===== config.mk =====
export PLATFORM = sky130hd
export DESIGN_NAME = rgmii_rx_top
export DESIGN_NICKNAME = d
export VERILOG_FILES = /design/src/common/wb_regs_pkg.sv /design/src/common/rgmii_pkg.sv /design/src/rgmii_rx_top.sv /design/src/rx_wb_regs.sv /design/src/rx_fifo.sv /design/src/rgmii_rx/rgmii_rx.sv
export SDC_FILE = /design/constraint.sdc
export NUM_CORES = 1
export LEC_CHECK = 0
export ABC_AREA = 1
export BUFFER_PORTS_ARGS = -buffer_cell sky130_fd_sc_hd__buf_4
export CORE_MARGIN = 5
export CORE_UTILIZATION = 45
export CTS_CLUSTER_DIAMETER = 60
export DETAILED_ROUTE_END_ITERATION = 16
export GPL_ROUTABILITY_DRIVEN = 0
export MAX_ROUTING_LAYER = met4
export PLACE_DENSITY = 0.69
export SLEW_MARGIN = 10
export SYNTH_ARGS = -nofsm -noshare
export SYNTH_HDL_FRONTEND = slang
export SYNTH_SLANG_ARGS = --single-unit

===== constraint.sdc =====
create_clock -name clk_div -period 2.55 [get_ports clk_div]
set_input_delay 0.1275 -clock clk_div [delete_from_list [all_inputs] [get_ports clk_div]]
set_output_delay 0.1275 -clock clk_div [all_outputs]
set_load 0.05 [all_outputs]

===== src/common/wb_regs_pkg.sv =====
package wb_regs_pkg;

	// Host bus widths
	localparam int WB_ADR_W = 4;
	localparam int WB_DAT_W = 32;

	// Register map, byte addresses
	typedef enum logic [WB_ADR_W-1:0] {
		REG_DATA   = 4'h0,
		REG_STATUS = 4'h4,
		REG_CTRL   = 4'h8
	} reg_addr_t;

	// Control register bits
	localparam int CTRL_GIG     = 0;
	localparam int CTRL_CLR_OVF = 1;

	// Status register fields
	localparam int STAT_LINK   = 0;
	localparam int STAT_SPEED  = 1;
	localparam int STAT_DUPLEX = 3;
	localparam int STAT_OVF    = 4;
	localparam int STAT_LEVEL  = 8;

	// Data register valid flag
	localparam int DATA_VALID = 31;

endpackage


===== src/common/rgmii_pkg.sv =====
package rgmii_pkg;

	// In-band speed code as sent by the PHY between frames
	typedef enum logic [1:0] {
		SPEED_10   = 2'b00,
		SPEED_100  = 2'b01,
		SPEED_1000 = 2'b10,
		SPEED_RSVD = 2'b11
	} link_speed_t;

	// One queued entry: data byte, error flag, last-byte flag
	localparam int ENTRY_W = 10;

	// Flag positions above the byte
	localparam int ENTRY_ERR  = 8;
	localparam int ENTRY_LAST = 9;

	// In-band status nibble, laid out as it arrives on rxd
	// bit 3 duplex, bits 2:1 speed, bit 0 link
	typedef struct packed {
		logic        duplex;
		link_speed_t speed;
		logic        link_up;
	} inband_t;

endpackage

===== src/rgmii_rx_top.sv =====
`timescale 1ns/1ps

module rgmii_rx_top import rgmii_pkg::*, wb_regs_pkg::*; #(
	parameter int FIFO_DEPTH = 16
) (
	input  logic                clk_div,
	input  logic                reset,
	input  logic [3:0]          rxd_r_i,
	input  logic [3:0]          rxd_f_i,
	input  logic                rxctl_r_i,
	input  logic                rxctl_f_i,
	input  logic                wb_cyc_i,
	input  logic                wb_stb_i,
	input  logic                wb_we_i,
	input  logic [WB_ADR_W-1:0] wb_adr_i,
	input  logic [WB_DAT_W-1:0] wb_dat_i,
	output logic                wb_ack_o,
	output logic [WB_DAT_W-1:0] wb_dat_o
);

	// Producer to queue
	logic               wr_en;
	logic [ENTRY_W-1:0] wr_entry;

	// Queue to register block
	logic [ENTRY_W-1:0]          rd_entry;
	logic                        empty;
	logic [$clog2(FIFO_DEPTH):0] level;
	logic                        overflow;
	logic                        rd_en;
	logic                        clr_ovf;

	// Side band between line side and registers
	inband_t status;
	logic    gig;

	rgmii_rx u_rgmii_rx (
		.clk_div(clk_div), .reset(reset), .gig_i(gig),
		.rxd_r_i(rxd_r_i), .rxd_f_i(rxd_f_i), .rxctl_r_i(rxctl_r_i), .rxctl_f_i(rxctl_f_i),
		.wr_en_o(wr_en), .wr_entry_o(wr_entry), .status_o(status)
	);

	rx_fifo #(.FIFO_DEPTH(FIFO_DEPTH)) u_rx_fifo (
		.clk_div(clk_div), .reset(reset), .wr_en_i(wr_en), .wr_entry_i(wr_entry),
		.rd_en_i(rd_en), .clr_ovf_i(clr_ovf), .rd_entry_o(rd_entry), .empty_o(empty),
		.level_o(level), .overflow_o(overflow)
	);

	rx_wb_regs #(.FIFO_DEPTH(FIFO_DEPTH)) u_rx_wb_regs (
		.clk_div(clk_div), .reset(reset), .wb_cyc_i(wb_cyc_i), .wb_stb_i(wb_stb_i),
		.wb_we_i(wb_we_i), .wb_adr_i(wb_adr_i), .wb_dat_i(wb_dat_i),
		.rd_entry_i(rd_entry), .empty_i(empty), .level_i(level), .overflow_i(overflow),
		.status_i(status), .wb_ack_o(wb_ack_o), .wb_dat_o(wb_dat_o), .rd_en_o(rd_en),
		.clr_ovf_o(clr_ovf), .gig_o(gig)
	);

endmodule


===== src/rx_wb_regs.sv =====
`timescale 1ns/1ps

module rx_wb_regs import rgmii_pkg::*, wb_regs_pkg::*; #(
	parameter int FIFO_DEPTH = 16
) (
	input  logic                        clk_div,
	input  logic                        reset,
	input  logic                        wb_cyc_i,
	input  logic                        wb_stb_i,
	input  logic                        wb_we_i,
	input  logic [WB_ADR_W-1:0]         wb_adr_i,
	input  logic [WB_DAT_W-1:0]         wb_dat_i,
	input  logic [ENTRY_W-1:0]          rd_entry_i,
	input  logic                        empty_i,
	input  logic [$clog2(FIFO_DEPTH):0] level_i,
	input  logic                        overflow_i,
	input  inband_t                     status_i,
	output logic                        wb_ack_o,
	output logic [WB_DAT_W-1:0]         wb_dat_o,
	output logic                        rd_en_o,
	output logic                        clr_ovf_o,
	output logic                        gig_o
);

	localparam int LVL_W = $clog2(FIFO_DEPTH) + 1;

	reg_addr_t           adr;
	logic                req;
	logic                ctrl_wr;
	logic [WB_DAT_W-1:0] rd_data;

	assign adr = reg_addr_t'(wb_adr_i);

	// New access only, the ack cycle itself is not a request
	assign req     = wb_cyc_i && wb_stb_i && !wb_ack_o;
	assign ctrl_wr = req && wb_we_i && (adr == REG_CTRL);

	always_comb begin
		rd_data = '0;
		case (adr)
			REG_DATA: begin
				// Entry bits line up with the register: last 9, err 8, byte 7:0
				rd_data[ENTRY_W-1:0] = rd_entry_i;
				rd_data[DATA_VALID]  = !empty_i;
			end
			REG_STATUS: begin
				rd_data[STAT_LINK]                = status_i.link_up;
				rd_data[STAT_SPEED +: 2]          = status_i.speed;
				rd_data[STAT_DUPLEX]              = status_i.duplex;
				rd_data[STAT_OVF]                 = overflow_i;
				rd_data[STAT_LEVEL +: LVL_W]      = level_i;
			end
			REG_CTRL: begin
				rd_data[CTRL_GIG] = gig_o;
			end
			default: begin
				rd_data = '0;
			end
		endcase
	end

	always_ff @(posedge clk_div or posedge reset) begin
		if (reset) begin
			wb_ack_o  <= 1'b0;
			rd_en_o   <= 1'b0;
			clr_ovf_o <= 1'b0;
			gig_o     <= 1'b0;
		end else begin
			wb_ack_o <= req;
			// Pop goes out together with the ack
			rd_en_o   <= req && !wb_we_i && (adr == REG_DATA) && !empty_i;
			clr_ovf_o <= ctrl_wr && wb_dat_i[CTRL_CLR_OVF];
			if (ctrl_wr)
				gig_o <= wb_dat_i[CTRL_GIG];
		end
	end

	// Read data captured on the request edge, seen with ack
	always_ff @(posedge clk_div) begin
		if (req && !wb_we_i)
			wb_dat_o <= rd_data;
	end

endmodule


===== src/rx_fifo.sv =====
`timescale 1ns/1ps

module rx_fifo import rgmii_pkg::*; #(
	parameter int FIFO_DEPTH = 16
) (
	input  logic                        clk_div,
	input  logic                        reset,
	input  logic                        wr_en_i,
	input  logic [ENTRY_W-1:0]          wr_entry_i,
	input  logic                        rd_en_i,
	input  logic                        clr_ovf_i,
	output logic [ENTRY_W-1:0]          rd_entry_o,
	output logic                        empty_o,
	output logic [$clog2(FIFO_DEPTH):0] level_o,
	output logic                        overflow_o
);

	localparam int AW = $clog2(FIFO_DEPTH);

	logic [ENTRY_W-1:0] mem [FIFO_DEPTH];

	// Extra top bit tells full from empty
	logic [AW:0] wr_ptr;
	logic [AW:0] rd_ptr;
	logic        full;
	logic        do_wr;
	logic        do_rd;

	assign full    = (wr_ptr[AW] != rd_ptr[AW]) && (wr_ptr[AW-1:0] == rd_ptr[AW-1:0]);
	assign empty_o = (wr_ptr == rd_ptr);
	assign level_o = wr_ptr - rd_ptr;

	// Writes into a full queue are lost
	assign do_wr = wr_en_i && !full;
	assign do_rd = rd_en_i && !empty_o;

	// Head of queue shown without a read stage
	assign rd_entry_o = mem[rd_ptr[AW-1:0]];

	always_ff @(posedge clk_div or posedge reset) begin
		if (reset) begin
			wr_ptr     <= '0;
			rd_ptr     <= '0;
			overflow_o <= 1'b0;
		end else begin
			if (do_wr)
				wr_ptr <= wr_ptr + 1'b1;
			if (do_rd)
				rd_ptr <= rd_ptr + 1'b1;
			// Sticky until the host clears it, a fresh drop wins
			if (wr_en_i && full)
				overflow_o <= 1'b1;
			else if (clr_ovf_i)
				overflow_o <= 1'b0;
		end
	end

	always_ff @(posedge clk_div) begin
		if (do_wr)
			mem[wr_ptr[AW-1:0]] <= wr_entry_i;
	end

endmodule


===== src/rgmii_rx/rgmii_rx.sv =====
`timescale 1ns/1ps

module rgmii_rx import rgmii_pkg::*; (
	input  logic               clk_div,
	input  logic               reset,
	input  logic               gig_i,
	input  logic [3:0]         rxd_r_i,
	input  logic [3:0]         rxd_f_i,
	input  logic               rxctl_r_i,
	input  logic               rxctl_f_i,
	output logic               wr_en_o,
	output logic [ENTRY_W-1:0] wr_entry_o,
	output inband_t            status_o
);

	// Data valid on the rising edge, error coded as the edge difference
	logic dv;
	logic er;

	// 10/100 nibble pairing
	logic       phase;
	logic [3:0] low_nib;
	logic       low_err;

	// One-entry hold stage, lets the frame end tag the last byte
	logic       hold_valid;
	logic [7:0] hold_byte;
	logic       hold_err;

	// Byte completed this cycle
	logic       form;
	logic [7:0] form_byte;
	logic       form_err;

	// Frame ended with a byte still held
	logic flush;
	logic push;

	assign dv = rxctl_r_i;
	assign er = rxctl_r_i ^ rxctl_f_i;

	always_comb begin
		form      = 1'b0;
		form_byte = {rxd_f_i, rxd_r_i};
		form_err  = er;
		if (gig_i) begin
			// Falling nibble is the high half
			form = dv;
		end else if (phase) begin
			// Second nibble closes the byte whatever dv says
			form      = 1'b1;
			form_byte = {rxd_r_i, low_nib};
			form_err  = er | low_err;
		end
	end

	// dv low where a new byte would start ends the frame
	assign flush = hold_valid && !dv && (gig_i || !phase);
	assign push  = (form && hold_valid) || flush;

	always_ff @(posedge clk_div or posedge reset) begin
		if (reset) begin
			phase      <= 1'b0;
			hold_valid <= 1'b0;
			wr_en_o    <= 1'b0;
			status_o   <= '0;
		end else begin
			wr_en_o <= push;
			// Gigabit never waits for a second nibble
			if (gig_i)
				phase <= 1'b0;
			else if (phase)
				phase <= 1'b0;
			else
				phase <= dv;
			if (form)
				hold_valid <= 1'b1;
			else if (flush)
				hold_valid <= 1'b0;
			// Inter-frame cycles carry link status on rxd
			if (!dv && !er)
				status_o <= inband_t'(rxd_r_i);
		end
	end

	always_ff @(posedge clk_div) begin
		// Low nibble and its error wait here for the pair
		if (!phase) begin
			low_nib <= rxd_r_i;
			low_err <= er;
		end
		if (form) begin
			hold_byte <= form_byte;
			hold_err  <= form_err;
		end
		if (push) begin
			wr_entry_o[7:0]        <= hold_byte;
			wr_entry_o[ENTRY_ERR]  <= hold_err;
			wr_entry_o[ENTRY_LAST] <= flush;
		end
	end

endmodule


==> run_results.csv <==
group,metric,value,unit
run_status,status,"complete, no violations",
clock_tree,clockBufferDepth,3,
logic_synthesis,ys_types,32,
logic_synthesis,synth-seq-cells,220,
placement,portBuffers,35,
placement,post-dp-hpwl,12600,um
global_routing,grt_max_degree,82,
route,avgRoutedWirePerCell,15.9,um
floorplanning,pin_count,84,
hold_path,worstHoldPathType,"in -> reg",
clock_tree,clk_latency,0.50,ns
route,drc_errors,0,
layout,nets,1052,
setup_path,worst-path-buf-inv,4,
route,drt-total-wl,20400,um
setup_path,crit_cells,10,
layout,finalCoreUtilization,52.8,%
clock_tree,cts_sinks,220,
setup_path,crit_start,"u_rx_fifo.wr_ptr[0]",
clock_tree,cts-root-buf,"clkbuf_16",
logic_synthesis,synth_most_common_cell,"nand2_1",
setup_path,r2r_cells,10,
logic_synthesis,ys_warn_count,0,
global_routing,grt_pass1_wl,31600,um
setup_path,critical_path.top_delay_family,"simple AND/OR/NAND/NOR gates",
logic_synthesis,ys_top_cells_by_area,"edfxtp_1, nand2_1, inv_1, dfrtp_1, nand3_1",
timing,fin_crit,2.31,ns
logic_synthesis,synth_ff_type,"edfxtp_1",
setup_path,start_kind,"flop",
timing,final-max-slew-violation-count,0,
layout,final_cells,1280,
layout,syn2layout_area_growth,15.6,%
timing,hold_violations,0,
clock_tree,cts_tree,"yes",
setup_path,path_max_fanout,8,
logic_synthesis,yosys.area.top_type,"edfxtp_1",
timing,fin_crit_sh,90.6,%
logic_synthesis,seq_area_frac_synth,67.7,%
timing,clock.fmax,0.433,GHz
global_routing,grt_pass1_vias,5841,
power,power_density,919,nW/um^2
setup_path,path_common_cell,"inv_1",
timing,setup_ws,0.241,ns
logic_synthesis,synthTopCellsByCount,"nand2_1, edfxtp_1, inv_1, nand3_1, nor2_1",
hold_path,hp-start,"rxctl_f_i",
floorplanning,floorplan.core_area,21000,um^2
placement,placedCellCount,1225,
global_routing,antenna_found_initial,0,
layout,drive_above_1_share,10.5,%
layout,fill_cells,1734,
route,first_pass_iters,5,
setup_path,end_kind,"flop",
setup_path,slowest_delay,0.43,ns
timing,worstMarginPinSlew,0.856,ns
clock_tree,htreeDepth,1,
floorplanning,die_height,156,um
logic_synthesis,synth.avg_cell_area,10.5,um^2
flow_run,maxCapViolations,0,
logic_synthesis,yosys.area.top_type_share,61.9,%
layout,n_antenna_cell,0,
route,dr_total_vias,6106,
clock_tree,clk_pin_slew_worst_paths,0.06,ns
floorplanning,num_rows,53,
route,viasPerCell,4.77,
logic_synthesis,synthCells,917,
setup_path,critical_path_required,2.75,ns
timing,grt_setup_unrepaired,"no",
global_routing,overflow,0,
floorplanning,dieArea,24400,um^2
setup_path,path_cells,"inv_1, ha_1, nand4_1, inv_1, nand2_2, nand2_4, inv_2, nand2_1, nor2_1, buf_4",
hold_path,hold-path-cell-count,3,
power,leakagePower,0.00485,uW
clock_tree,cts_made_buffers,23,
setup_path,r2r-start,"u_rx_fifo.wr_ptr[0]",
timing,fin_hold_ws,0.0242,ns
floorplanning,die_x,156,um
route,drt_iter0_markers,572,
clock_tree,postCtsSetupBuffers,0,
setup_path,critPathArrivalTime,2.51,ns
timing,setup_viol,0,
setup_path,slowest_stage,"dfrtp_1",
timing,slew_headroom,42.8,%
logic_synthesis,synth_edf_count,198,
route,postRouteAntennaNets,0,
logic_synthesis,synthArstFlopShare,10.0,%
logic_synthesis,syn_area,9600,um^2
timing,skew,0.0114,ns
setup_path,critPathKind,"reg -> reg",
floorplanning,initial_core_util,45.7,%
placement,post-place-ws,0.293,ns
global_routing,grtUsageTotal,17.2,%
power,irDropWorstVdd,629,uV
==> metrics by stage <==
stage	TNS (ns)	total power, uW	instance area [um^2]
floorplan	-0.981	6260	9660
global placement	0	6870	10200
detailed placement	0	6930	10200
CTS	0	10300	11100
global route	0	10700	11100
finish	0	10200	11100
==> final cells by class <==
class                      instances  area [um^2]  area share, %
clock inverter                     9          120           1.08
multi-input combinational        515         2300           20.7
timing repair buffer              79          643           5.80
sequential                       220         6500           58.6
inverter                         151          569           5.13
clock buffer                      31          626           5.64
tap                              275          344           3.10
==> layout by cell type (no fill, tap or decap), drive strengths merged, types with 2 or more instances in the layout <==
master       instances
nand2              292
edfxtp             198
inv                150
nand3               90
buf                 64
nor2                47
clkbuf              31
dfrtp               22
o21ai               22
conb                18
dlygate4sd3         15
a21oi               12
ha                  10
xor2                 9
clkinv               6
nor3                 5
bufinv               3
nor3b                2
==> worst register-to-register path, stage by stage, from the launching register on <==
cell and delay, ns:
dfrtp_1 0.43, inv_1 0.18, ha_1 0.27, nand4_1 0.15, inv_1 0.09, nand2_2 0.08
nand2_4 0.08, inv_2 0.11, nand2_1 0.16, nor2_1 0.24, buf_4 0.22
==> metal layers <==
metal | GRT usage [%] | wire length (um) | share of wire, % | vias to the layer above
met4 | 4.09 | 369 | 1.8 | 0
met5 | - | 0 | 0 | -
met1 | 22.8 | 8750 | 43 | 2850
li1 | - | - | - | 3051
met3 | 2.02 | 1240 | 6.1 | 24
met2 | 28.7 | 10000 | 49 | 181
==> power by group <==
| part | total [uW] | internal, uW | switching, uW | leakage, uW |
|---|---|---|---|---|
| registers | 4580 | 4360 | 222 | 0.00209 |
| clock network | 3300 | 2010 | 1290 | 0.000362 |
| logic | 2310 | 697 | 1610 | 0.00240 |
| total | 10200 | 7070 | 3120 | 0.00485 |
==> state kept, by name, indices dropped and copies added (netlist names), 4 cells and up <==
name,flops
u_rgmii_rx.hold_byte,8
u_rx_fifo.rd_ptr,5
u_rgmii_rx.status_o,4
u_rx_fifo.mem,160
u_rx_wb_regs.wb_dat_o,14
u_rgmii_rx.wr_entry_o,10
u_rgmii_rx.low_nib,4
u_rx_fifo.wr_ptr,5
==> logic make-up (layout without fill, tap and decap cells) <==
group	after synthesis	count (layout)	synth area share, %
adders and majority gates	11	11	1.51
and+or+nand+nor	439	439	18.7
buffers and inverters	199	270	9.07
xor gates and xnor gates	9	9	0.899
DFF	220	220	67.7
other	1	18	0.0391
AOI/OAI and AO/OA	37	37	2.02
muxes	1	1	0.117
==> path summary, 6_finish.rpt <==
kind	slack (ns)	to
max	0.24	u_rx_fifo.mem[6][3]
min	0.02	u_rgmii_rx.low_err
max reg2reg	0.24	u_rx_fifo.mem[6][3]
min reg2reg	0.42	u_rgmii_rx.wr_entry_o[0]
max in group asynchronous	1.60	u_rx_fifo.rd_ptr[0]
min in group asynchronous	0.36	u_rx_wb_regs.gig_o
==> what timing repair did <==
item,in CTS,in global routing
hold buffers,15,0
endpoints found under the hold margin,43,0
resized for setup,0,0
Note: power is estimated with default switching activity, not from simulation.
